[src/rtl/core_pkg.sv]
package core_pkg;

    localparam int XLEN       = 32;
    localparam int REG_ADDR_W = 5;

    typedef logic [XLEN-1:0] word_t;

    // major opcodes, RV32I encodings
    typedef enum logic [6:0] {
        op_reg    = 7'b0110011,
        op_imm    = 7'b0010011,
        op_load   = 7'b0000011,
        op_store  = 7'b0100011,
        op_branch = 7'b1100011,
        op_jal    = 7'b1101111,
        op_system = 7'b1110011
    } opcode_e;

    typedef enum logic [2:0] {
        alu_add,
        alu_sub,
        alu_and,
        alu_or,
        alu_xor,
        alu_slt
    } alu_op_e;

    typedef enum logic [1:0] {
        fwd_reg,    // value read in decode
        fwd_mem,    // instruction now in memory stage
        fwd_wb      // instruction now retiring
    } fwd_sel_e;

    typedef struct packed {
        logic                  valid;
        word_t                 pc;
        logic [REG_ADDR_W-1:0] rs1;
        logic [REG_ADDR_W-1:0] rs2;
        logic [REG_ADDR_W-1:0] rd;
        logic                  reg_we;
        logic                  mem_re;
        logic                  mem_we;
        logic                  is_branch;
        logic                  branch_ne;  // bne when set, beq otherwise
        logic                  is_jal;
        logic                  is_halt;
        logic                  use_imm;    // operand b from imm
        alu_op_e               alu_op;
        word_t                 imm;
        word_t                 rs1_val;
        word_t                 rs2_val;
    } id_ex_t;

    typedef struct packed {
        logic                  valid;
        word_t                 pc;
        logic [REG_ADDR_W-1:0] rd;
        logic                  reg_we;
        logic                  mem_re;
        logic                  mem_we;
        logic                  is_halt;
        word_t                 result;     // alu result or load/store address
        word_t                 store_val;
    } ex_mem_t;

    typedef struct packed {
        logic                  valid;
        word_t                 pc;
        logic [REG_ADDR_W-1:0] rd;
        logic                  reg_we;
        word_t                 data;
    } retire_t;

endpackage

[src/rtl/reg_file.sv]
`timescale 1ns/100ps

module reg_file (
    input  logic                            clk,
    input  logic                            arst_n_i,
    input  logic [core_pkg::REG_ADDR_W-1:0] rs1_i,
    input  logic [core_pkg::REG_ADDR_W-1:0] rs2_i,
    input  logic                            we_i,
    input  logic [core_pkg::REG_ADDR_W-1:0] rd_i,
    input  core_pkg::word_t                 wdata_i,
    output core_pkg::word_t                 rs1_val_o,
    output core_pkg::word_t                 rs2_val_o
);
    import core_pkg::*;

    word_t regs [2**REG_ADDR_W];

    always_ff @(posedge clk or negedge arst_n_i) begin
        if (!arst_n_i) begin
            for (int i = 0; i < 2**REG_ADDR_W; i++) begin
                regs[i] <= '0;
            end
        end else if (we_i && rd_i != '0) begin
            regs[rd_i] <= wdata_i;
        end
    end

    // write-through covers the writeback to decode distance
    assign rs1_val_o = (we_i && rd_i != '0 && rd_i == rs1_i) ? wdata_i : regs[rs1_i];
    assign rs2_val_o = (we_i && rd_i != '0 && rd_i == rs2_i) ? wdata_i : regs[rs2_i];

    // x0 relies on its reset value and on both write paths skipping it
    a_x0_reads_zero: assert property (@(posedge clk) disable iff (!arst_n_i)
        (rs1_i != '0 || rs1_val_o == '0) && (rs2_i != '0 || rs2_val_o == '0));

endmodule

[config.mk]
export PLATFORM = sky130hd
export DESIGN_NAME = reg_file
export DESIGN_NICKNAME = d
export VERILOG_FILES = /design/src/rtl/core_pkg.sv /design/src/rtl/reg_file.sv
export SDC_FILE = /design/constraint.sdc
export NUM_CORES = 2
export LEC_CHECK = 0
export ABC_AREA = 1
export BUFFER_PORTS_ARGS = -buffer_cell sky130_fd_sc_hd__buf_2
export CORE_MARGIN = 4
export CORE_UTILIZATION = 30
export DETAILED_ROUTE_END_ITERATION = 7
export PLACE_DENSITY = 0.48
export SYNTH_ARGS = -nofsm -noshare
export SYNTH_HDL_FRONTEND = slang
export SYNTH_SLANG_ARGS = --single-unit
[constraint.sdc]
create_clock -name clk -period 2 [get_ports clk]
set_clock_uncertainty 0.05 [all_clocks]
set_input_delay 0.1 -clock clk [delete_from_list [all_inputs] [get_ports clk]]
set_output_delay 0.1 -clock clk [all_outputs]
set_load 0.01 [all_outputs]
==> flow_metrics.py <==
metrics = {
    "timing": {
        "maxSlewHeadroom": 0.2447,
        "setup_viol": 64,
        "fin_crit_ns": 2.193,
        "tns_ns": -8.179,
        "finalHoldViolCount": 0,
        "worst_pin_slew_ns": 1.129,
        "rsz0062_at_grt": "yes",
        "layout_setup_ws_ns": -0.1931,
        "layout_worst_path_cycle_share": 1.097,
        "fmax_ghz": 0.4560,
        "drv_slew": 0,
    },
    "global_routing": {
        "grt_use_total": 0.2497,
        "antenna_found_initial": 5,
        "gr-total-overflow": 0,
        "grt_pass1_wl_um": 375000,
        "grt_max_degree": 97,
        "grt_pass1_vias": 56370,
    },
    "layout": {
        "top_regs": "regs (1024)",
        "nNetsFinal": 8429,
        "drive_above_1_share": 0.1538,
        "regMostFlops": "regs",
        "syn2layout_area_growth_pct": 25.89,
        "largest_reg_flops": 1024,
        "fill_cells": 19590,
    },
    "logic_synthesis": {
        "synthCells": 8336,
        "ys_ff_latch": 1024,
        "yosysTopAreaCellShare": 0.4522,
        "netlist_top_cells_count": "nand2_1, nand3_1, dfrtp_1, o21ai_0, clkbuf_1",
        "synthAdderAreaFrac": 0,
        "synthSimpleGateAreaFrac": 0.4017,
        "synth_area_um2": 56670,
        "synth_edf_count": 0,
        "yosys.area.top_type": "dfrtp_1",
        "seq_area_frac_synth": 0.4522,
        "synth_cell_types": 22,
        "syn_area_per_cell_um2": 6.798,
        "async_flop_share": 1.000,
        "synth_xor_area_frac": 0.0004637,
        "synth.area.mux_share": 0,
        "synth_top_family_by_area": "simple AND/OR/NAND/NOR gates",
        "syn_nets": 8386,
        "synth_area_leaders": "dfrtp_1, nand2_1, nand3_1, o21ai_0, clkbuf_1",
        "synth-main-ff-cell": "dfrtp_1",
        "synth_compound_area_frac": 0.08805,
        "synth.most_common_cell": "nand2_1",
        "yosys_warnings": 0,
    },
    "setup_path": {
        "r2r_slack_ns": 1.03,
        "critPathLaunch": "regs[326]",
        "crit_fanout": 3,
        "worst-endpoint-arrival_ns": 2.04,
        "critPathKind": "reg2out",
        "worstPathRequired_ns": 1.85,
        "crit_path_end_kind": "output pin",
        "setup.worst_path.start_class": "register",
        "regToRegStartpoint": "regs[984]",
    },
    "clocking": {
        "cts_root_buffer": "clkbuf_16",
        "cts_sinks": 1024,
        "htree_levels": 3,
        "cts_tree": "done",
        "cts_buffers": 121,
        "cts_buffer_depth": 3,
        "clk_pin_slew_ns": 0.06,
        "clock_latency_ns": 0.77,
    },
    "routing": {
        "dr_wl_met3_um": 17680,
        "drt_iter0_drc": 6738,
        "top_layer": "met4",
        "num_vias": 58820,
        "drtAntennaViolNets": 0,
        "drc": 0,
        "wl_met2_um": 114800,
        "wirelength_met1_um": 108200,
        "post_drt_wl_per_cell_um": 22.93,
        "firstDrtPassIters": 6,
        "vias_per_cell": 5.357,
        "wirelength_um": 251800,
    },
    "die": {
        "dieArea_um2": 195900,
        "core_um2": 187800,
        "row_count": 159,
        "die_w_um": 442.6,
        "io_pins": 114,
        "initial_core_util": 0.3018,
        "die_h_um": 442.6,
    },
    "worst_hold_path": {
        "hold_path_class": "in2async",
    },
    "outcome": {
        "outcome": "finished with violations",
        "violations": "setup timing",
    },
    "power": {
        "power_density_nw_per_um2": 924.4,
        "p_leak_nw": 33.42,
        "peakVddDrop_uv": 827.2,
    },
    "placed_design": {
        "place_ws_ns": -0.1436,
        "dp_hpwl_um": 152500,
        "place.gp.congestion": 0.8397,
        "port_buffers": 113,
    },
    "job": {
        "drv_cap": 0,
    },
}
## cell type report
type	count	area, um^2	share of cell area
multi-input cells	6461	29990	0.4204
flip-flops and latches	1024	25620	0.3592
repair buffers	684	7999	0.1121
clock buffers	188	3621	0.05075
well taps	2495	3122	0.04376
clock inverters	39	605.6	0.008488
inverters	87	376.6	0.005279
diodes	2	5.005	0.00007015
## where the power goes
part           internal (W)  switching, W
Sequential           0.0246       0.00311
Clock                0.0142       0.00966
Combinational       0.00589       0.00847
## critical path: stages (launching register included)
cell	delay, ns
dfrtp_1	0.40
nand2_1	0.07
nand3_1	0.08
nand3_1	0.10
nand2_1	0.06
nand2_1	0.07
nand3_2	0.13
nand3_4	0.13
nand2_4	0.08
buf_6	0.12
## timing repair
item                                     CTS  global route
resized for setup                        231           233
hold endpoints to repair                2000             0
endpoints found under the setup margin    64            64
pin swaps                                196           324
hold buffers                              34             0
setup buffers                             21            84
## metal layers
| layer | up-vias | GRT usage |
|---|---|---|
| met4 | 0 | 0.1035 |
| li1 | 27320 | - |
| met1 | 28520 | 0.3331 |
| met5 | - | 0 |
| met2 | 2444 | 0.4035 |
| met3 | 539 | 0.03947 |
## path summary, 6_finish.rpt
kind,cells after the start,to
setup / recovery,9,rs2_val_o[6]
hold / removal,3,regs[804]
setup reg to reg,4,regs[984]
hold reg to reg,0,regs[1022]
max in group asynchronous,3,regs[413]
min in group clk,8,regs[551]
## placed cells by master, fill, tap and decap left out, types with 38 or more instances in the layout
master     instances
buf_4            310
nand2_1         3396
nor2_1           158
nand3_4           38
dfrtp_1         1024
inv_1             65
o21ai_0          811
a21oi_1          157
clkbuf_16        122
nand2_2          124
nand3_2          239
nand3_1         1458
buf_2             87
buf_12           231
## metrics by stage
stage / utilization / instance area, um^2 / std cells / total power [W] / hold WS (ns)
after global placement: 0.3403 / 63900 / 10610 / 0.04067 / 0.04947
after global routing: 0.3799 / 71340 / 10980 / 0.06960 / 0.09413
after CTS: 0.3711 / 69700 / 10890 / 0.06548 / 0.03478
after floorplan: - / 56670 / 8336 / 0.03575 / -0.2456
final: 0.3799 / 71340 / 10980 / 0.06595 / 0.06451
after detailed placement: 0.3403 / 63900 / 10610 / 0.04096 / 0.03401
## cell families (layout without fill, tap and decap cells)
group                     count (synthesis)  after routing
AOI/OAI and AO/OA                       996            996
other                                     0              2
and+or+nand+nor                        5462           5462
DFF                                    1024           1024
xor gates and xnor gates                  3              3
buffers and inverters                   851            998
Note: power is estimated with default switching activity, not from simulation.
