File: src/rtl/core_pkg.sv
package core_pkg;

    localparam int XLEN       = 32;
    localparam int REG_ADDR_W = 5;

    typedef logic [XLEN-1:0] word_t;

    // major opcodes, RV32I encodings
    typedef enum logic [6:0] {
        op_reg    = 7'b0110011,
        op_imm    = 7'b0010011,
        op_load   = 7'b0000011,
        op_store  = 7'b0100011,
        op_branch = 7'b1100011,
        op_jal    = 7'b1101111,
        op_system = 7'b1110011
    } opcode_e;

    typedef enum logic [2:0] {
        alu_add,
        alu_sub,
        alu_and,
        alu_or,
        alu_xor,
        alu_slt
    } alu_op_e;

    typedef enum logic [1:0] {
        fwd_reg,    // value read in decode
        fwd_mem,    // instruction now in memory stage
        fwd_wb      // instruction now retiring
    } fwd_sel_e;

    typedef struct packed {
        logic                  valid;
        word_t                 pc;
        logic [REG_ADDR_W-1:0] rs1;
        logic [REG_ADDR_W-1:0] rs2;
        logic [REG_ADDR_W-1:0] rd;
        logic                  reg_we;
        logic                  mem_re;
        logic                  mem_we;
        logic                  is_branch;
        logic                  branch_ne;  // bne when set, beq otherwise
        logic                  is_jal;
        logic                  is_halt;
        logic                  use_imm;    // operand b from imm
        alu_op_e               alu_op;
        word_t                 imm;
        word_t                 rs1_val;
        word_t                 rs2_val;
    } id_ex_t;

    typedef struct packed {
        logic                  valid;
        word_t                 pc;
        logic [REG_ADDR_W-1:0] rd;
        logic                  reg_we;
        logic                  mem_re;
        logic                  mem_we;
        logic                  is_halt;
        word_t                 result;     // alu result or load/store address
        word_t                 store_val;
    } ex_mem_t;

    typedef struct packed {
        logic                  valid;
        word_t                 pc;
        logic [REG_ADDR_W-1:0] rd;
        logic                  reg_we;
        word_t                 data;
    } retire_t;

endpackage

File: src/rtl/exec_stage.sv
`timescale 1ns/100ps

module exec_stage (
    input  logic               clk,
    input  logic               arst_n_i,
    input  core_pkg::id_ex_t   id_ex_i,
    input  core_pkg::fwd_sel_e fwd_a_i,
    input  core_pkg::fwd_sel_e fwd_b_i,
    input  core_pkg::word_t    mem_fwd_i,
    input  core_pkg::word_t    wb_fwd_i,
    output logic               taken_o,
    output core_pkg::word_t    target_o,
    output core_pkg::ex_mem_t  ex_mem_o
);
    import core_pkg::*;

    word_t src_a;
    word_t rs2_fwd;
    word_t src_b;
    word_t alu_res;
    logic  equal;

    function automatic word_t fwd_mux(input fwd_sel_e sel, input word_t reg_val,
                                      input word_t mem_val, input word_t wb_val);
        case (sel)
            fwd_mem: return mem_val;
            fwd_wb:  return wb_val;
            default: return reg_val;
        endcase
    endfunction

    assign src_a   = fwd_mux(fwd_a_i, id_ex_i.rs1_val, mem_fwd_i, wb_fwd_i);
    assign rs2_fwd = fwd_mux(fwd_b_i, id_ex_i.rs2_val, mem_fwd_i, wb_fwd_i);
    assign src_b   = id_ex_i.use_imm ? id_ex_i.imm : rs2_fwd;

    always_comb begin
        case (id_ex_i.alu_op)
            alu_sub: alu_res = src_a - src_b;
            alu_and: alu_res = src_a & src_b;
            alu_or:  alu_res = src_a | src_b;
            alu_xor: alu_res = src_a ^ src_b;
            alu_slt: alu_res = {{(XLEN-1){1'b0}}, $signed(src_a) < $signed(src_b)};
            default: alu_res = src_a + src_b;
        endcase
    end

    // beq and bne compare the two register sources
    assign equal    = (src_a == rs2_fwd);
    assign taken_o  = id_ex_i.valid && (id_ex_i.is_jal ||
                      (id_ex_i.is_branch && (equal != id_ex_i.branch_ne)));
    assign target_o = id_ex_i.pc + id_ex_i.imm;

    always_ff @(posedge clk or negedge arst_n_i) begin
        if (!arst_n_i) begin
            ex_mem_o <= '0;
        end else begin
            ex_mem_o.valid     <= id_ex_i.valid;
            ex_mem_o.pc        <= id_ex_i.pc;
            ex_mem_o.rd        <= id_ex_i.rd;
            ex_mem_o.reg_we    <= id_ex_i.reg_we;
            ex_mem_o.mem_re    <= id_ex_i.mem_re;
            ex_mem_o.mem_we    <= id_ex_i.mem_we;
            ex_mem_o.is_halt   <= id_ex_i.is_halt;
            ex_mem_o.result    <= id_ex_i.is_jal ? id_ex_i.pc + XLEN'(4) : alu_res;  // link
            ex_mem_o.store_val <= rs2_fwd;
        end
    end

endmodule

File: config.mk
export PLATFORM = sky130hd
export DESIGN_NAME = exec_stage
export DESIGN_NICKNAME = d
export VERILOG_FILES = /design/src/rtl/core_pkg.sv /design/src/rtl/exec_stage.sv
export SDC_FILE = /design/constraint.sdc
export NUM_CORES = 1
export LEC_CHECK = 0
export BUFFER_PORTS_ARGS = -buffer_cell sky130_fd_sc_hd__buf_4
export CAP_MARGIN = 15
export CORE_MARGIN = 4
export CORE_UTILIZATION = 25
export CTS_BUF_LIST = sky130_fd_sc_hd__clkbuf_8 sky130_fd_sc_hd__clkbuf_16
export DETAILED_ROUTE_END_ITERATION = 7
export SYNTH_ARGS = -nofsm -noshare
export SYNTH_HDL_FRONTEND = slang
export SYNTH_SLANG_ARGS = --single-unit
File: constraint.sdc
create_clock -name clk -period 6.2 [get_ports clk]
set_clock_uncertainty 0.15 [all_clocks]
set_input_delay 0 -clock clk [delete_from_list [all_inputs] [get_ports clk]]
set_output_delay 0 -clock clk [all_outputs]
set_load 0.1 [all_outputs]
==> out/metrics.yaml <==
outcome:
  outcome: "completed"
synthesis:
  synthArstFlopShare_pct: 100
  synth_area_leaders: "dfrtp_1 21%, ha_1 13%, a21oi_1 6.1%, o21ai_0 5.5%, nand2_1 4.8%"
  yosys.area.top_type: "dfrtp_1"
  yosysWarnings: 0
  synth_area_sq_mm: 0.0128
  synth_common_cells: "165 x nand2_1, 155 x a21oi_1, 152 x inv_1, 142 x nor2_1, 140 x o21ai_0"
  synth_fp_nets: 2090
  synth_seq_area_share_pct: 20.7
  yosysUniqueCellTypes: 76
  synth.most_common_cell: "nand2_1"
  avgSynthCellArea_sq_um: 7.40
  synth_edf_count: 0
  synthCells: 1730
  synth_ff_type: "dfrtp_1"
  synth_seq_cells: 106
  synth_top_area_share_pct: 20.7
min_path:
  hp-class: "primary input to asynchronous set/reset pin"
critical_path:
  worstPathMaxFanout: 21
  crit_path_end_kind: "flip-flop"
  cp.required_ns: 6.32
  critical_path_arrival_ns: 4.95
  path_class: "primary input to flip-flop"
  cp-start-kind: "primary input"
place:
  dp_hpwl_um: 50900
  place_congestion: 0.992
  port_buffers: 353
  place_area_sq_mm: 0.0160
finish:
  drive_gt1_share_pct: 19.1
  top_regs: "ex_mem_o (106)"
  regArea_sq_mm: 0.00265
  fin_util_pct: 34.5
  largest_reg_flops: 106
  multi_input_area_sq_mm: 0.00916
  largest_register: "ex_mem_o"
  finalNetCount: 2482
  area_delta_synth_final_pct: 35.8
  antenna_cells: 0
  nFillCells: 5299
  stdcell_area_sq_mm: 0.0174
die:
  die_h_um: 234
  coreArea_sq_mm: 0.0504
  num_rows: 82
  initial_utilization_pct: 25.4
  dieArea_sq_mm: 0.0549
  io_pins: 364
  die_x_um: 234
grt:
  grt_max_degree: 65
  grt_usage_pct: 22.7
  antenna_found_initial: 1
  grt_pass1_vias: 15300
  grt_overflow_total: 0
  grt_pass1_wl_um: 95100
sta:
  max_freq_mhz: 207
  slew_headroom_pct: 15.5
  layout_min_cycle_time_ns: 4.83
  finalCritPeriodShare_pct: 77.9
  finalHoldViolCount: 0
  fin_tns_setup_ns: 0
  setup_viol: 0
  tightest_slew_ns: 1.25
  rsz0062_at_grt: "false"
  drv_slew: 0
routing:
  vias: 15300
  wirelength_um: 63900
  firstDrtPassIters: 8
  ant_nets: 0
  wl_per_cell_um: 22.8
  drc: 0
  drtIter0Drc: 1531
  viasPerCell: 5.47
flow_run:
  maxCapViolCount: 0
power:
  max-vdd-ir-drop_mv: 0.132
  p_per_area_mw_per_mm2: 253
  p_total_uw: 4400
  cellLeakagePower_uw: 0.00797
clocking:
  cts_resized: 0
  cts.sinks: 106
  cts_root_buffer: "clkbuf_16"
  htree_levels: 3
  cts_made_buffers: 9
  clk_pin_slew_ns: 0.09
  cts_tree: "yes"
  clk_path_buf_depth: 2
  ctsHoldBuffers: 105
  postCtsSetupRepairBufs: 0
## cells by family (layout without fill, tap and decap cells)
kind of cell    after synthesis  in the layout  share of synthesized area [%]
fa+ha+maj                   135            135                           13.4
compound gates              614            614                           31.6
mux                          15             15                           1.18
xor+xnor                     97             97                           6.64
flops                       106            106                           20.7
simple gates                511            511                           18.7
buf+inv                     252            649                           7.76
## power by group
part | internal, uW | leakage, uW | total, uW | switching (uW)
sequential | 763 | 0.00126 | 799 | 35.1
combinational | 858 | 0.00657 | 2990 | 2130
clock | 281 | 0.000141 | 619 | 337
total | 1900 | 0.00797 | 4400 | 2500
## final timing paths
check,endpoint,from,cells after the start
worst max-delay path,ex_mem_o[62]$_DFF_PN0_,fwd_a_i[0],17
worst min-delay path,ex_mem_o[60]$_DFF_PN0_,arst_n_i,2
max in group asynchronous,ex_mem_o[86]$_DFF_PN0_,arst_n_i,3
min in group clk,ex_mem_o[13]$_DFF_PN0_,mem_fwd_i[13],4
## placed cells by master (no fill, tap or decap), types with 6 or more instances in the layout
| master | n |
|---|---|
| o22ai_1 | 12 |
| or2_2 | 6 |
| nand3_1 | 42 |
| o21bai_1 | 13 |
| clkbuf_16 | 9 |
| nor3_1 | 31 |
| o221ai_1 | 7 |
| ha_1 | 131 |
| nand4_1 | 18 |
| nand2b_1 | 16 |
| nor2b_1 | 16 |
| o41ai_1 | 8 |
| inv_1 | 153 |
| nand2_1 | 165 |
| mux2i_1 | 14 |
| dlygate4sd3_1 | 105 |
| a221oi_1 | 8 |
| a22oi_1 | 42 |
| a21o_1 | 31 |
| o21ai_0 | 140 |
| or3_1 | 12 |
| xnor2_1 | 68 |
| nor4_1 | 17 |
| nor2_1 | 141 |
| o211ai_1 | 16 |
| a221o_1 | 34 |
| a211oi_1 | 16 |
| xor2_1 | 29 |
| dfrtp_1 | 106 |
| buf_4 | 375 |
| o31ai_1 | 11 |
| o31a_1 | 10 |
| o21a_1 | 36 |
| and3_1 | 15 |
| and2_1 | 7 |
| a21oi_1 | 154 |
| and4_1 | 8 |
| a31oi_1 | 18 |
## worst max-delay path, stage by stage
cell,delay (ns)
buf_4,0.09
inv_1,0.04
ha_1,0.62
inv_1,0.35
buf_4,0.32
o21ai_0,0.56
inv_1,0.15
ha_1,0.57
o211ai_1,0.14
a21oi_1,0.27
o2111ai_1,0.36
a2111oi_0,0.56
buf_4,0.21
nor3b_1,0.08
mux2i_1,0.16
o41ai_1,0.37
a21oi_1,0.08
## layer usage
layer / global-route usage, % / up-vias / share of wire, %
li1: - / 7009 / -
met1: 30.2 / 7398 / 43
met2: 37.1 / 794 / 46
met3: 4.36 / 110 / 8.1
met4: 6.85 / 2 / 3.0
met5: 0 / - / 0.030
## metrics by stage
step                      hold slack, ns  cells  setup slack (ns)
after CTS                        0.00417   2799              1.48
after floorplan                   -0.446   1730             0.846
after global routing              0.0239   2799             0.946
final                            0.00444   2799              1.37
after detailed placement         -0.0864   2678              1.11
after global placement           -0.0927   2678              1.24
## layout make-up
type	count	share of cell area, %
sequential	106	15.3
multi-input combinational	1372	52.7
timing repair buffer	480	22.2
tap	672	4.84
clock buffer	9	1.30
inverter	153	3.30
clock inverter	7	0.346
Power figures use the tool's default switching activity.
