**src/rtl/core_pkg.sv**
```systemverilog
package core_pkg;

    localparam int XLEN       = 32;
    localparam int REG_ADDR_W = 5;

    typedef logic [XLEN-1:0] word_t;

    // major opcodes, RV32I encodings
    typedef enum logic [6:0] {
        op_reg    = 7'b0110011,
        op_imm    = 7'b0010011,
        op_load   = 7'b0000011,
        op_store  = 7'b0100011,
        op_branch = 7'b1100011,
        op_jal    = 7'b1101111,
        op_system = 7'b1110011
    } opcode_e;

    typedef enum logic [2:0] {
        alu_add,
        alu_sub,
        alu_and,
        alu_or,
        alu_xor,
        alu_slt
    } alu_op_e;

    typedef enum logic [1:0] {
        fwd_reg,    // value read in decode
        fwd_mem,    // instruction now in memory stage
        fwd_wb      // instruction now retiring
    } fwd_sel_e;

    typedef struct packed {
        logic                  valid;
        word_t                 pc;
        logic [REG_ADDR_W-1:0] rs1;
        logic [REG_ADDR_W-1:0] rs2;
        logic [REG_ADDR_W-1:0] rd;
        logic                  reg_we;
        logic                  mem_re;
        logic                  mem_we;
        logic                  is_branch;
        logic                  branch_ne;  // bne when set, beq otherwise
        logic                  is_jal;
        logic                  is_halt;
        logic                  use_imm;    // operand b from imm
        alu_op_e               alu_op;
        word_t                 imm;
        word_t                 rs1_val;
        word_t                 rs2_val;
    } id_ex_t;

    typedef struct packed {
        logic                  valid;
        word_t                 pc;
        logic [REG_ADDR_W-1:0] rd;
        logic                  reg_we;
        logic                  mem_re;
        logic                  mem_we;
        logic                  is_halt;
        word_t                 result;     // alu result or load/store address
        word_t                 store_val;
    } ex_mem_t;

    typedef struct packed {
        logic                  valid;
        word_t                 pc;
        logic [REG_ADDR_W-1:0] rd;
        logic                  reg_we;
        word_t                 data;
    } retire_t;

endpackage

```
**src/rtl/decode_stage.sv**
```systemverilog
`timescale 1ns/100ps

module decode_stage (
    input  logic                            clk,
    input  logic                            arst_n_i,
    input  logic                            valid_i,
    input  core_pkg::word_t                 pc_i,
    input  core_pkg::word_t                 instr_i,
    input  logic                            stall_i,
    input  logic                            flush_i,
    input  core_pkg::word_t                 rs1_val_i,
    input  core_pkg::word_t                 rs2_val_i,
    output logic [core_pkg::REG_ADDR_W-1:0] rs1_o,
    output logic [core_pkg::REG_ADDR_W-1:0] rs2_o,
    output core_pkg::id_ex_t                id_ex_o
);
    import core_pkg::*;

    opcode_e opcode;
    logic    use_rs1;
    logic    use_rs2;
    word_t   imm_i;
    word_t   imm_s;
    word_t   imm_b;
    word_t   imm_j;
    id_ex_t  dec;

    function automatic alu_op_e alu_decode(input logic [2:0] funct3, input logic sub);
        case (funct3)
            3'b000:  return sub ? alu_sub : alu_add;
            3'b010:  return alu_slt;
            3'b100:  return alu_xor;
            3'b110:  return alu_or;
            3'b111:  return alu_and;
            default: return alu_add;
        endcase
    endfunction

    assign opcode = opcode_e'(instr_i[6:0]);
    assign imm_i  = {{20{instr_i[31]}}, instr_i[31:20]};
    assign imm_s  = {{20{instr_i[31]}}, instr_i[31:25], instr_i[11:7]};
    assign imm_b  = {{19{instr_i[31]}}, instr_i[31], instr_i[7], instr_i[30:25],
                     instr_i[11:8], 1'b0};
    assign imm_j  = {{11{instr_i[31]}}, instr_i[31], instr_i[19:12], instr_i[20],
                     instr_i[30:21], 1'b0};

    always_comb begin
        dec        = '0;
        use_rs1    = 1'b0;
        use_rs2    = 1'b0;
        dec.pc     = pc_i;
        dec.rd     = instr_i[11:7];
        dec.alu_op = alu_add;
        case (opcode)
            op_reg: begin
                use_rs1    = 1'b1;
                use_rs2    = 1'b1;
                dec.reg_we = 1'b1;
                dec.alu_op = alu_decode(instr_i[14:12], instr_i[30]);
            end
            op_imm: begin
                use_rs1     = 1'b1;
                dec.reg_we  = 1'b1;
                dec.use_imm = 1'b1;
                dec.imm     = imm_i;
                dec.alu_op  = alu_decode(instr_i[14:12], 1'b0);  // no subi
            end
            op_load: begin
                use_rs1     = 1'b1;
                dec.reg_we  = 1'b1;
                dec.mem_re  = 1'b1;
                dec.use_imm = 1'b1;
                dec.imm     = imm_i;
            end
            op_store: begin
                use_rs1     = 1'b1;
                use_rs2     = 1'b1;
                dec.mem_we  = 1'b1;
                dec.use_imm = 1'b1;
                dec.imm     = imm_s;
            end
            op_branch: begin
                use_rs1       = 1'b1;
                use_rs2       = 1'b1;
                dec.is_branch = 1'b1;
                dec.branch_ne = instr_i[12];  // funct3 001 is bne
                dec.imm       = imm_b;
            end
            op_jal: begin
                dec.reg_we = 1'b1;
                dec.is_jal = 1'b1;
                dec.imm    = imm_j;
            end
            op_system: dec.is_halt = 1'b1;  // only ebreak is supported
            default: ;
        endcase
        dec.valid = valid_i;
        dec.rs1   = use_rs1 ? instr_i[19:15] : '0;  // unused sources read as x0
        dec.rs2   = use_rs2 ? instr_i[24:20] : '0;
        if (!valid_i) begin
            dec = '0;
        end
    end

    assign rs1_o = dec.rs1;
    assign rs2_o = dec.rs2;

    always_ff @(posedge clk or negedge arst_n_i) begin
        if (!arst_n_i) begin
            id_ex_o <= '0;
        end else if (stall_i || flush_i) begin
            id_ex_o <= '0;                // bubble
        end else begin
            id_ex_o         <= dec;
            id_ex_o.rs1_val <= rs1_val_i;
            id_ex_o.rs2_val <= rs2_val_i;
        end
    end

endmodule

```
**config.mk**
```make
export PLATFORM = sky130hd
export DESIGN_NAME = decode_stage
export DESIGN_NICKNAME = d
export VERILOG_FILES = /design/src/rtl/core_pkg.sv /design/src/rtl/decode_stage.sv
export SDC_FILE = /design/constraint.sdc
export NUM_CORES = 1
export LEC_CHECK = 0
export BUFFER_PORTS_ARGS = -buffer_cell sky130_fd_sc_hd__buf_2
export CORE_MARGIN = 4
export CORE_UTILIZATION = 42
export DETAILED_ROUTE_END_ITERATION = 10
export PLACE_DENSITY = 0.77
export SKIP_CTS_REPAIR_TIMING = 1
export SKIP_LAST_GASP = 1
export SLEW_MARGIN = 15
export SYNTH_ARGS = -nofsm -noshare
export SYNTH_HDL_FRONTEND = slang
export SYNTH_SLANG_ARGS = --single-unit
```
**constraint.sdc**
```tcl
create_clock -name clk -period 1.9 [get_ports clk]
set_clock_uncertainty 0.1 [all_clocks]
set_input_delay 0.38 -clock clk [delete_from_list [all_inputs] [get_ports clk]]
set_output_delay 0.38 -clock clk [all_outputs]
set_load 0.1 [all_outputs]
```
==> flow_summary.json <==
{
  "gp_congestion": 0.818,
  "largest_reg_flops": 144,
  "grt_usage_pct": 21.7,
  "h-tree-depth": 4,
  "synth_edf_count": 0,
  "setup_viol": 1,
  "overflow": 0,
  "crit_path_end_kind": "output pin",
  "num_vias": 4109,
  "wirelength_um": 15500,
  "cts.root.buffer_cell": "clkbuf_16",
  "core_sq_mm": 0.0121,
  "hold_viol": 0,
  "ys_seq_area_share_pct": 69.1,
  "synthArstFlopShare_pct": 100,
  "syn-num-nets": 524,
  "hpwl_um": 11800,
  "synth_top_family_by_area": "simple AND/OR/NAND/NOR gates",
  "avgRoutedWirePerCell_um": 17.6,
  "violations": "setup timing",
  "worst_pin_slew_ns": 0.974,
  "antenna_found_initial": 3,
  "worst_slack_ns": -0.0000594,
  "layout_common_cells": "buf_2, dfrtp_1, and2_1, buf_4, clkbuf_16",
  "fin_nets": 830,
  "numCtsBuffers": 17,
  "synth_top_cell_by_area": "dfrtp_1",
  "fp.dieW_um": 119,
  "synth_xor_area_share_pct": 0.168,
  "grt_pass1_wl_um": 23500,
  "num_rows": 40,
  "synth_compound_area_share_pct": 3.91,
  "fp.dieH_um": 119,
  "ant_nets": 0,
  "mostFrequentLayoutCell": "buf_2",
  "netlist.area_leader.share_pct": 69.1,
  "drtPass1Iterations": 4,
  "max_freq_mhz": 526,
  "num_io_pins": 298,
  "top_regs": "id_ex_o x144",
  "drc": 0,
  "drt_iter0_drc": 221,
  "fin_crit_sh_pct": 100,
  "start_util_pct": 43.2,
  "fin_crit_ns": 1.90,
  "cts_buffer_depth": 2,
  "syn-instance-count": 391,
  "io_buffers": 297,
  "clock-sinks": 144,
  "yosys.area_share.simple_pct": 22.1,
  "synth_area_sq_mm": 0.00522,
  "setup_tns_ns": -0.0000594,
  "peakVddDrop_v": 0.000411,
  "synth_flop_cell": "dfrtp_1",
  "slew_viol_final": 0,
  "grt_pass1_vias": 4335,
  "p_total_mw": 7.46,
  "hold_class": "primary input to flip-flop",
  "critical_path_required_ns": 1.42,
  "utilization_pct": 63.9,
  "max_flop_register": "id_ex_o",
  "place_ws_ns": -0.152,
  "synth_adder_area_share_pct": 0,
  "cts_tree": "yes",
  "area_growth_pct": 47.8,
  "synthMuxAreaShare_pct": 0,
  "leakage_nw": 4.36,
  "die_area_sq_mm": 0.0143,
  "worstPathMaxFanout": 5,
  "slew_headroom_pct": 34.8,
  "outcome": "finished with violations",
  "drive_above_1_share_pct": 53.1,
  "grt_max_degree": 65,
  "p_per_area_mw_per_mm2": 967,
  "synth-seq-cells": 144,
  "viasPerCell": 4.66,
  "cp-start-kind": "primary input",
  "ys_types": 34,
  "path_class": "primary input to output pin",
  "yosys_warnings": 0,
  "avgSynthCellArea_sq_um": 13.3,
  "path_clk_slew_ns": 0.06,
  "arrival_ns": 1.42,
  "synth_area_leaders": "dfrtp_1, and2_1, a211oi_1, buf_4, nand3_1",
  "drv_cap": 0
}
==> kinds of logic (layout without fill, tap and decap cells) <==
family	Yosys count	count (layout)
buf+inv	40	359
xor+xnor	1	1
other cells	0	3
simple gates	180	180
compound gates	26	26
flops	144	144
==> synthesized netlist by cell type, types with 2 or more instances <==
master    number
nor3b_1        8
a21oi_1        2
dfrtp_1      144
nand4_1        2
and3b_1        4
buf_6          6
buf_4         12
nor2_1         5
nand2_1        6
nand3_1       15
nor3b_2        4
and3_1         3
buf_2          6
o21ai_0        4
nor3_1         4
inv_1          4
clkbuf_1      11
a211oi_1      12
and2_1       121
nor2b_1        2
nor4_1         2
o211a_1        2
==> power by group <==
part	switching (mW)	leakage (nW)	internal, mW
clock	1.25	0.282	1.96
combinational	0.832	2.11	0.251
sequential	0.0192	1.97	3.14
==> final timing paths <==
| check | startpoint | end | slack [ns] | depth (start not counted) |
|---|---|---|---|---|
| max in group asynchronous | arst_n_i | id_ex_o[151]$_DFF_PN0_ | 0.61 | 3 |
| min | pc_i[27] | id_ex_o[149]$_DFF_PN0_ | 0.07 | 2 |
| max | instr_i[3] | rs2_o[4] | -0.00006 | 5 |
| min in group asynchronous | arst_n_i | id_ex_o[15]$_DFF_PN0_ | 0.42 | 2 |
==> metrics by stage <==
stage	instances	hold slack [ns]	cell area, sq um
floorplan	391	-0.0156	5240
global placement	845	0.260	7080
detailed placement	845	0.271	7080
CTS	877	-0.172	7660
global route	881	0.0569	7710
finish	881	0.0750	7710
==> area by class of cell <==
type | count | area (sq um)
Antenna cell | 3 | 7.51
Clock buffer | 18 | 439
Clock inverter | 14 | 139
Fill cell | 929 | 4350
Inverter | 5 | 20.0
Multi-Input combinational cell | 207 | 1410
Sequential cell | 144 | 3600
Tap cell | 168 | 210
Timing Repair Buffer | 322 | 1880
==> critical path, stage by stage <==
cell and delay (ns):
buf_6 0.09, and4bb_2 0.37, and3_4 0.25, and2_4 0.16, buf_12 0.16
==> layer usage <==
metal  vias up  wire length [um]  global-route usage, %  share of wire [%]
met4         0               310                   8.95                2.0
met1      2002              5710                   24.5                 37
met3        25              1200                   6.79                7.7
li1       1871                 -                      -                  -
met5         -                 0                      0                  0
met2       211              8270                   38.1                 53
Power figures use the tool's default switching activity.
