--- src/rtl/core_pkg.sv ---
package core_pkg;

    localparam int XLEN       = 32;
    localparam int REG_ADDR_W = 5;

    typedef logic [XLEN-1:0] word_t;

    // major opcodes, RV32I encodings
    typedef enum logic [6:0] {
        op_reg    = 7'b0110011,
        op_imm    = 7'b0010011,
        op_load   = 7'b0000011,
        op_store  = 7'b0100011,
        op_branch = 7'b1100011,
        op_jal    = 7'b1101111,
        op_system = 7'b1110011
    } opcode_e;

    typedef enum logic [2:0] {
        alu_add,
        alu_sub,
        alu_and,
        alu_or,
        alu_xor,
        alu_slt
    } alu_op_e;

    typedef enum logic [1:0] {
        fwd_reg,    // value read in decode
        fwd_mem,    // instruction now in memory stage
        fwd_wb      // instruction now retiring
    } fwd_sel_e;

    typedef struct packed {
        logic                  valid;
        word_t                 pc;
        logic [REG_ADDR_W-1:0] rs1;
        logic [REG_ADDR_W-1:0] rs2;
        logic [REG_ADDR_W-1:0] rd;
        logic                  reg_we;
        logic                  mem_re;
        logic                  mem_we;
        logic                  is_branch;
        logic                  branch_ne;  // bne when set, beq otherwise
        logic                  is_jal;
        logic                  is_halt;
        logic                  use_imm;    // operand b from imm
        alu_op_e               alu_op;
        word_t                 imm;
        word_t                 rs1_val;
        word_t                 rs2_val;
    } id_ex_t;

    typedef struct packed {
        logic                  valid;
        word_t                 pc;
        logic [REG_ADDR_W-1:0] rd;
        logic                  reg_we;
        logic                  mem_re;
        logic                  mem_we;
        logic                  is_halt;
        word_t                 result;     // alu result or load/store address
        word_t                 store_val;
    } ex_mem_t;

    typedef struct packed {
        logic                  valid;
        word_t                 pc;
        logic [REG_ADDR_W-1:0] rd;
        logic                  reg_we;
        word_t                 data;
    } retire_t;

endpackage

--- src/rtl/hazard_unit.sv ---
`timescale 1ns/100ps

module hazard_unit (
    input  logic                            clk,
    input  logic                            arst_n_i,
    input  logic [core_pkg::REG_ADDR_W-1:0] dec_rs1_i,
    input  logic [core_pkg::REG_ADDR_W-1:0] dec_rs2_i,
    input  core_pkg::id_ex_t                id_ex_i,
    input  core_pkg::ex_mem_t               ex_mem_i,
    input  logic [core_pkg::REG_ADDR_W-1:0] wb_rd_i,
    input  logic                            wb_we_i,
    input  logic                            taken_i,
    output logic                            stall_o,
    output logic                            flush_o,
    output core_pkg::fwd_sel_e              fwd_a_o,
    output core_pkg::fwd_sel_e              fwd_b_o
);
    import core_pkg::*;

    function automatic fwd_sel_e pick(input logic [REG_ADDR_W-1:0] rs, input ex_mem_t ex_mem,
                                      input logic [REG_ADDR_W-1:0] wb_rd, input logic wb_we);
        fwd_sel_e sel;
        sel = fwd_reg;
        if (rs != '0 && wb_we && wb_rd == rs) begin
            sel = fwd_wb;
        end
        if (rs != '0 && ex_mem.valid && ex_mem.reg_we && ex_mem.rd == rs) begin
            sel = fwd_mem;  // younger producer wins
        end
        return sel;
    endfunction

    assign fwd_a_o = pick(id_ex_i.rs1, ex_mem_i, wb_rd_i, wb_we_i);
    assign fwd_b_o = pick(id_ex_i.rs2, ex_mem_i, wb_rd_i, wb_we_i);

    // load in execute feeding the instruction in decode
    assign stall_o = id_ex_i.valid && id_ex_i.mem_re && id_ex_i.reg_we && id_ex_i.rd != '0
                     && (id_ex_i.rd == dec_rs1_i || id_ex_i.rd == dec_rs2_i);
    assign flush_o = taken_i;

    a_no_stall_flush: assert property (@(posedge clk) disable iff (!arst_n_i)
        !(stall_o && flush_o));

    // the bubble behind a stall means a load-use stall never lasts two cycles
    a_stall_one_cycle: assert property (@(posedge clk) disable iff (!arst_n_i)
        stall_o |=> !stall_o);

endmodule

--- config.mk ---
export PLATFORM = sky130hd
export DESIGN_NAME = hazard_unit
export DESIGN_NICKNAME = d
export VERILOG_FILES = /design/src/rtl/core_pkg.sv /design/src/rtl/hazard_unit.sv
export SDC_FILE = /design/constraint.sdc
export NUM_CORES = 1
export LEC_CHECK = 0
export BUFFER_PORTS_ARGS = -buffer_cell sky130_fd_sc_hd__buf_4
export CAP_MARGIN = 20
export CORE_AREA = 2 2 112 114
export DETAILED_ROUTE_END_ITERATION = 10
export DIE_AREA = 0 0 114 116
export PLACE_DENSITY_LB_ADDON = 0.12
export SLEW_MARGIN = 15
export SYNTH_ARGS = -nofsm -noshare
export SYNTH_HDL_FRONTEND = slang
export SYNTH_SLANG_ARGS = --single-unit
--- constraint.sdc ---
create_clock -name vclk -period 1.3
set_input_delay 0.13 -clock vclk [all_inputs]
set_output_delay 0.13 -clock vclk [all_outputs]
set_load 0.03 [all_outputs]
==> results of run 1 <==
==> stage by stage <==
step                hold WS, ns  TNS [ns]
global route              0.260    -0.798
floorplan                 0.392    -0.376
finish                    0.260    -0.597
global placement          0.260    -0.868
detailed placement        0.260    -0.803
CTS                       0.260    -0.661
==> repair_timing <==
action,in CTS,in global routing
resized for setup,15,12
pin swaps,3,7
setup buffers,2,0
cloned,0,0
setup endpoints to repair,5,5
==> how the worst min path moves through the flow <==
stage	endpoint	cells after the start	slack, ns
floorplan	flush_o	1	0.39
global placement	flush_o	0	0.26
detailed placement	flush_o	0	0.26
CTS	flush_o	0	0.26
global route	flush_o	0	0.26
finish	flush_o	0	0.26
==> cells by family (layout without fill, tap and decap cells) <==
family	after synthesis	after routing	share of synthesized area, %
simple gates	20	20	34.7
buf+inv	3	67	3.33
compound gates	4	4	7.50
xor+xnor	28	28	54.4
==> Yosys cell counts, drive strengths merged <==
cell	count	area share, %
nand3	2	2.2
buf	1	1.7
inv	2	1.7
xnor2	21	41
nand2	4	3.3
nor4	4	11
o221ai	1	1.9
xor2	7	14
nand4	3	4.2
nor2	2	5.0
a21oi	1	1.1
o2111ai	1	1.9
a221o	1	2.5
nor3	2	2.2
or4	3	6.7
==> power groups by stage <==
stage,combinational (mW),sequential (mW),clock (mW)
floorplan,0.120,0,0
global route,0.359,0,0
finish,0.332,0,0
detailed placement,0.300,0,0
global placement,0.306,0,0
CTS,0.317,0,0
==> cell type report <==
| cell class | count | area (um2) | area share [%] |
|---|---|---|---|
| multi-input combinational | 52 | 505 | 40.2 |
| timing repair buffer | 65 | 559 | 44.5 |
| inverter | 2 | 7.51 | 0.598 |
| tap | 147 | 184 | 14.6 |
==> per-layer routing <==
metal	wire, um	vias up	track usage (%)	part of all wire (%)
met5	0	-	0	0
met4	0	0	0	0
met3	91	0	0.366	3.8
met2	1380	16	6.94	57
met1	941	295	4.16	39
li1	-	326	-	-
==> results.cfg, run 1 <==
[critical_path]
crit_family = simple AND/OR/NAND/NOR gates
crit_chain = buf_8 -> or4_4 -> nor2_4 -> nor4_4 -> nor4_4 -> buf_4
worst-path-buf-inv = 2
cp.arrival_ns = 1.40
cp-end-kind = output pin
timing_worst_setup_path_type = input pin to output pin
crit_end = fwd_a_o[1]
crit_cells = 6
slowest_stage = or4_4
crit_top_cell = nor4_4
crit_path_start = id_ex_i[118]
start_kind = input pin
max_stage_delay_ns = 0.54
cp_max_fo = 4
worst_ep_required_time_ns = 1.17

[finish]
final_cells = 266
layout.area.seq_um2 = 0
nFillCells = 1395
syn2layout_area_growth_pct = 179
fin_util_pct = 10.5
final_common_cell = buf_4
design.seq.count = 0
nClkBuffers = 0
nets = 401
mostFrequentLayoutCells = 48 x buf_4, 18 x xnor2_1, 15 x buf_6, 7 x xor2_1, 4 x nor4_4
drive_gt1_share_pct = 68.9
design_area_um2 = 1260
antennaDiodeCount = 0

[placed_design]
gp_congestion = 0.672
place_ws_ns = -0.254
dp_cells = 264
dpl.hpwl_um = 2190
io_buffers = 46
dpl_cell_area_um2 = 1130

[global_routing]
antenna_found_initial = 0
grt_max_degree = 5
grt_remaining_overflow = 0
grt_pass1_wl_um = 3750
grt_pass1_vias = 717
grt_usage_pct = 3.45

[pwr]
power_uw = 332
combPwrFrac_pct = 100.0
power_frac_clock_pct = 0
ir_drop_v = 0.0000898
p_leak_nw = 0.475
power_density_nw_per_um2 = 264
power.switching_uw = 128
internal_power_uw = 203
seq_power_share_pct = 0
p_sw_share_pct = 38.7

[die]
io_pins = 286
num_rows = 40
core_um2 = 11900
fp.dieW_um = 114
fp.dieH_um = 116
die_area_um2 = 13200
start_util_pct = 3.78

[sta]
worst_pin_slew_ns = 0.332
hold_viol = 0
setup_viol = 4
drv_slew = 0
setup_ws_ns = -0.229
rsz0062_at_grt = true
timing.final.crit_share_pct = 118
period_needed_ns = 1.53
fmax_mhz = 654
max_slew_margin_pct = 77.7

[hold_path]
min_path_type = input pin to output pin
min-delay-start = taken_i

[route]
wl_per_cell_um = 9.07
ant_nets = 0
route.detailed.drc = 0
vias = 637
routed_wl_um = 2410
dr.pass1.iters = 3
drtIter0Drc = 9
viasPerCell = 2.39

[status]
failed_checks = setup timing
status = complete, but fails checks

[synthesis]
synth.distinct_cells = 16
yosysWarningCount = 0
synth_fp_nets = 335
syn_area_um2 = 450
yosysSeqAreaShare_pct = 0
syn_avg_cell_area_um2 = 8.19
synth_cells = 55

[clocking]
ctsHoldBuffers = 0

[run]
maxCapViolations = 0
(Power assumes the default switching activity.)
==> run 2, diff against run 1 <==
--- a/config.mk
+++ b/config.mk
@@ -7,9 +7,9 @@
 export LEC_CHECK = 0
 export BUFFER_PORTS_ARGS = -buffer_cell sky130_fd_sc_hd__buf_4
 export CAP_MARGIN = 20
-export CORE_AREA = 2 2 112 114
+export CORE_AREA = 2 2 111 113
 export DETAILED_ROUTE_END_ITERATION = 10
-export DIE_AREA = 0 0 114 116
+export DIE_AREA = 0 0 113 115
 export PLACE_DENSITY_LB_ADDON = 0.12
 export SLEW_MARGIN = 15
 export SYNTH_ARGS = -nofsm -noshare
==> constraint.sdc (replaced) <==
create_clock -name vclk -period 2
set_input_delay 0.2 -clock vclk [all_inputs]
set_output_delay 0.2 -clock vclk [all_outputs]
set_load 0.03 [all_outputs]
==> results.cfg, run 2 (synthesized netlist as in run 1, its figures left out) <==
[status]
status = complete, but fails checks
failed_checks = DRC

[sta]
setup_viol = 0
timing.final.crit_share_pct = 87.0
setup_ws_ns = 0.261
drv_slew = 0
period_needed_ns = 1.74
worst_pin_slew_ns = 0.333
fin_setup_tns_ns = 0
hold_viol = 0
rsz0062_at_grt = false
fmax_mhz = 575
max_slew_margin_pct = 77.6

[route]
met2WireLength_um = 1230
dr.pass1.iters = 7
wl_met1_um = 790
vias = 577
highest_layer = met3
ant_nets = 0
drtIter0Drc = 8
met3WireLength_um = 381
route.detailed.drc = 3
routed_wl_um = 2400
wl_per_cell_um = 9.72
viasPerCell = 2.34

[die]
core_um2 = 11800
die_area_um2 = 13000
start_util_pct = 3.81
io_pins = 286
fp.dieW_um = 113
fp.dieH_um = 115
num_rows = 40

[critical_path]
cp-end-kind = output pin
max_stage_delay_ns = 0.56
slowest_stage = or4_4
start_kind = input pin
worst_ep_required_time_ns = 1.80
cp_max_fo = 3
crit_family = simple AND/OR/NAND/NOR gates
crit_chain = buf_4 -> or4_4 -> nor2_4 -> nor4_2 -> nor4_2 -> buf_4
worst-path-buf-inv = 2
cp.arrival_ns = 1.54
timing_worst_setup_path_type = input pin to output pin

[global_routing]
antenna_found_initial = 0
grt_remaining_overflow = 0
grt_max_degree = 5
grt_pass1_wl_um = 3570
grt_pass1_vias = 637
grt_usage_pct = 3.62

[placed_design]
io_buffers = 46
place_ws_ns = 0.237
dpl.hpwl_um = 2340
gp_congestion = 0.654

[finish]
nClkBuffers = 0
design.seq.count = 0
nets = 382
antennaDiodeCount = 0
final_common_cell = buf_4
layout.area.seq_um2 = 0
mostFrequentLayoutCells = 46 x buf_4, 21 x xnor2_1, 7 x xor2_1, 4 x nand2_1, 4 x nor4_2
drive_gt1_share_pct = 55.0
syn2layout_area_growth_pct = 116
fin_util_pct = 8.23
nFillCells = 1409

[hold_path]
min_path_type = input pin to output pin

[clocking]
cts_resized = 0
postCtsSetupBuffers = 0
ctsHoldBuffers = 0

[pwr]
power_uw = 165
p_leak_nw = 0.340
power_density_nw_per_um2 = 170
ir_drop_v = 0.0000457

[run]
maxCapViolations = 0
-- run 2: changes by cell type in the layout (fill, tap and decap cells not counted), sizes merged --
cell | before | now
buf | 65 | 46
-- run 2: area by class of cell --
class	instances	area (um2)	share of cell area, %
Multi-Input combinational cell	52	435	44.8
Timing Repair Buffer	46	345	35.5
Tap cell	147	184	18.9
Inverter	2	7.51	0.772
-- run 2: per-layer routing --
metal | GRT usage [%] | up-vias
met5 | 0 | -
met4 | 0 | 0
met3 | 1.95 | 0
met2 | 7.03 | 34
met1 | 3.63 | 256
li1 | - | 287
-- run 2: final timing paths --
| kind | start | end | cells after the start |
|---|---|---|---|
| max | id_ex_i[115] | fwd_b_o[1] | 6 |
| min | taken_i | flush_o | 0 |
-- run 2: metrics by stage --
stage                     cell area [um2]  std cells  hold slack (ns)
after floorplan                       450         55            0.532
after global placement                972        247            0.403
after detailed placement              972        247            0.403
after CTS                             972        247            0.403
after global routing                  972        247            0.401
final                                 972        247            0.401
-- run 2: report_power, final --
group          internal, mW  switching, mW  leakage (nW)
Combinational        0.0960         0.0693         0.340
Clock                     0              0             0
Sequential                0              0             0
Total                0.0960         0.0693         0.340
==> run 3, diff against run 2 <==
==> constraint.sdc (replaced) <==
create_clock -name vclk -period 2
set_input_delay 0.4 -clock vclk [all_inputs]
set_output_delay 0.4 -clock vclk [all_outputs]
set_load 0.03 [all_outputs]
==> results.cfg, run 3 (synthesized netlist as in run 1, its figures left out) <==
[status]
status = complete, but fails checks
failed_checks = DRC, setup timing

[critical_path]
worst_ep_required_time_ns = 1.60
crit_top_cell = nor4_4
max_stage_delay_ns = 0.54
start_kind = input pin
crit_chain = buf_6 -> or4_4 -> nor2_4 -> nor4_4 -> nor4_4 -> buf_4
cp_max_fo = 2
cp-end-kind = output pin
timing_worst_setup_path_type = input pin to output pin
cp.arrival_ns = 1.64
slowest_stage = or4_4

[sta]
setup_viol = 2
max_slew_margin_pct = 78.4
worst_pin_slew_ns = 0.324
setup_ws_ns = -0.0428
period_needed_ns = 2.04
drv_slew = 0
hold_viol = 0
timing.final.crit_share_pct = 102
rsz0062_at_grt = true
fmax_mhz = 490

[global_routing]
grt_pass1_wl_um = 3690
antenna_found_initial = 0
grt_usage_pct = 3.66
grt_remaining_overflow = 0
grt_max_degree = 4
grt_pass1_vias = 643

[clocking]
postCtsSetupBuffers = 0
ctsHoldBuffers = 0

[route]
routed_wl_um = 2480
met2WireLength_um = 891
dr.pass1.iters = 7
route.detailed.drc = 1
drtIter0Drc = 11
wl_met1_um = 1120
wl_per_cell_um = 9.55
vias = 607
highest_layer = met3
ant_nets = 0
met3WireLength_um = 474
viasPerCell = 2.33

[pwr]
ir_drop_v = 0.0000466
power_density_nw_per_um2 = 171
p_leak_nw = 0.423

[finish]
nets = 395
design.seq.count = 0
antennaDiodeCount = 0
nClkBuffers = 0
syn2layout_area_growth_pct = 154
final_common_cell = buf_4
drive_gt1_share_pct = 61.9
layout.area.seq_um2 = 0
final_cells = 260
mostFrequentLayoutCells = 54 x buf_4, 19 x xnor2_1, 7 x xor2_1

[run]
maxCapViolations = 0

[hold_path]
min-delay-start = taken_i
whs_path_depth = 0
min_path_type = input pin to output pin
hold_end = flush_o

[placed_design]
dpl.hpwl_um = 2410
gp_congestion = 0.618
dp_cells = 260
io_buffers = 46
place_ws_ns = -0.0922

[die]
core_um2 = 11800
io_pins = 286
num_rows = 40
start_util_pct = 3.81
fp.dieW_um = 113
fp.dieH_um = 115
die_area_um2 = 13000
-- run 3: how the worst max path moves through the flow --
stage	startpoint	to	slack (ns)	cells after the start
2_1_floorplan	id_ex_i[118]	fwd_a_o[1]	-0.03	4
3_3_place_gp	id_ex_i[118]	fwd_a_o[1]	-0.10	6
3_5_place_dp	id_ex_i[118]	fwd_a_o[1]	-0.09	6
4_1_cts	id_ex_i[118]	fwd_a_o[1]	-0.09	6
5_1_grt	id_ex_i[118]	fwd_a_o[1]	-0.12	6
6_report	id_ex_i[115]	fwd_b_o[1]	-0.04	6
-- run 3: metrics by stage --
stage | TNS [ns] | area, um2 | total power [mW] | util [%] | hold WS [ns]
final | -0.0830 | 1140 | 0.196 | 9.67 | 0.800
after global routing | -0.216 | 1140 | 0.213 | 9.67 | 0.801
after CTS | -0.156 | 1120 | 0.195 | 9.45 | 0.803
after detailed placement | -0.197 | 1100 | 0.192 | 9.35 | 0.803
after global placement | -0.220 | 1100 | 0.195 | 9.35 | 0.803
after floorplan | -0.0559 | 485 | 0.0780 | - | 0.932
-- run 3: what timing repair did --
action / 4_1_cts / 5_1_grt
resized for setup: 3 / 5
cloned: 0 / 0
setup endpoints to repair: 3 / 4
pin swaps: 1 / 1
-- run 3: power by group --
group | leakage (nW) | internal [mW] | total (mW) | switching [mW]
clock network | 0 | 0 | 0 | 0
registers | 0 | 0 | 0 | 0
logic | 0.423 | 0.115 | 0.196 | 0.0806
total | 0.423 | 0.115 | 0.196 | 0.0806
-- run 3: worst max-delay path, delay by kind of cell --
kind                   cells  cell delay, ns
buffers and inverters      2            0.29
and+or+nand+nor            4            0.95
-- run 3: final cells by class --
type / count / area, um2
repair buffers: 59 / 465
multi-input cells: 52 / 485
fillers: 1399 / 10700
inverters: 2 / 7.51
well taps: 147 / 184
-- run 3: metal layers --
metal | vias to the layer above | GRT usage, %
met2 | 37 | 5.15
met4 | 0 | 0
met3 | 0 | 2.42
met5 | - | 0
met1 | 256 | 4.96
li1 | 314 | -
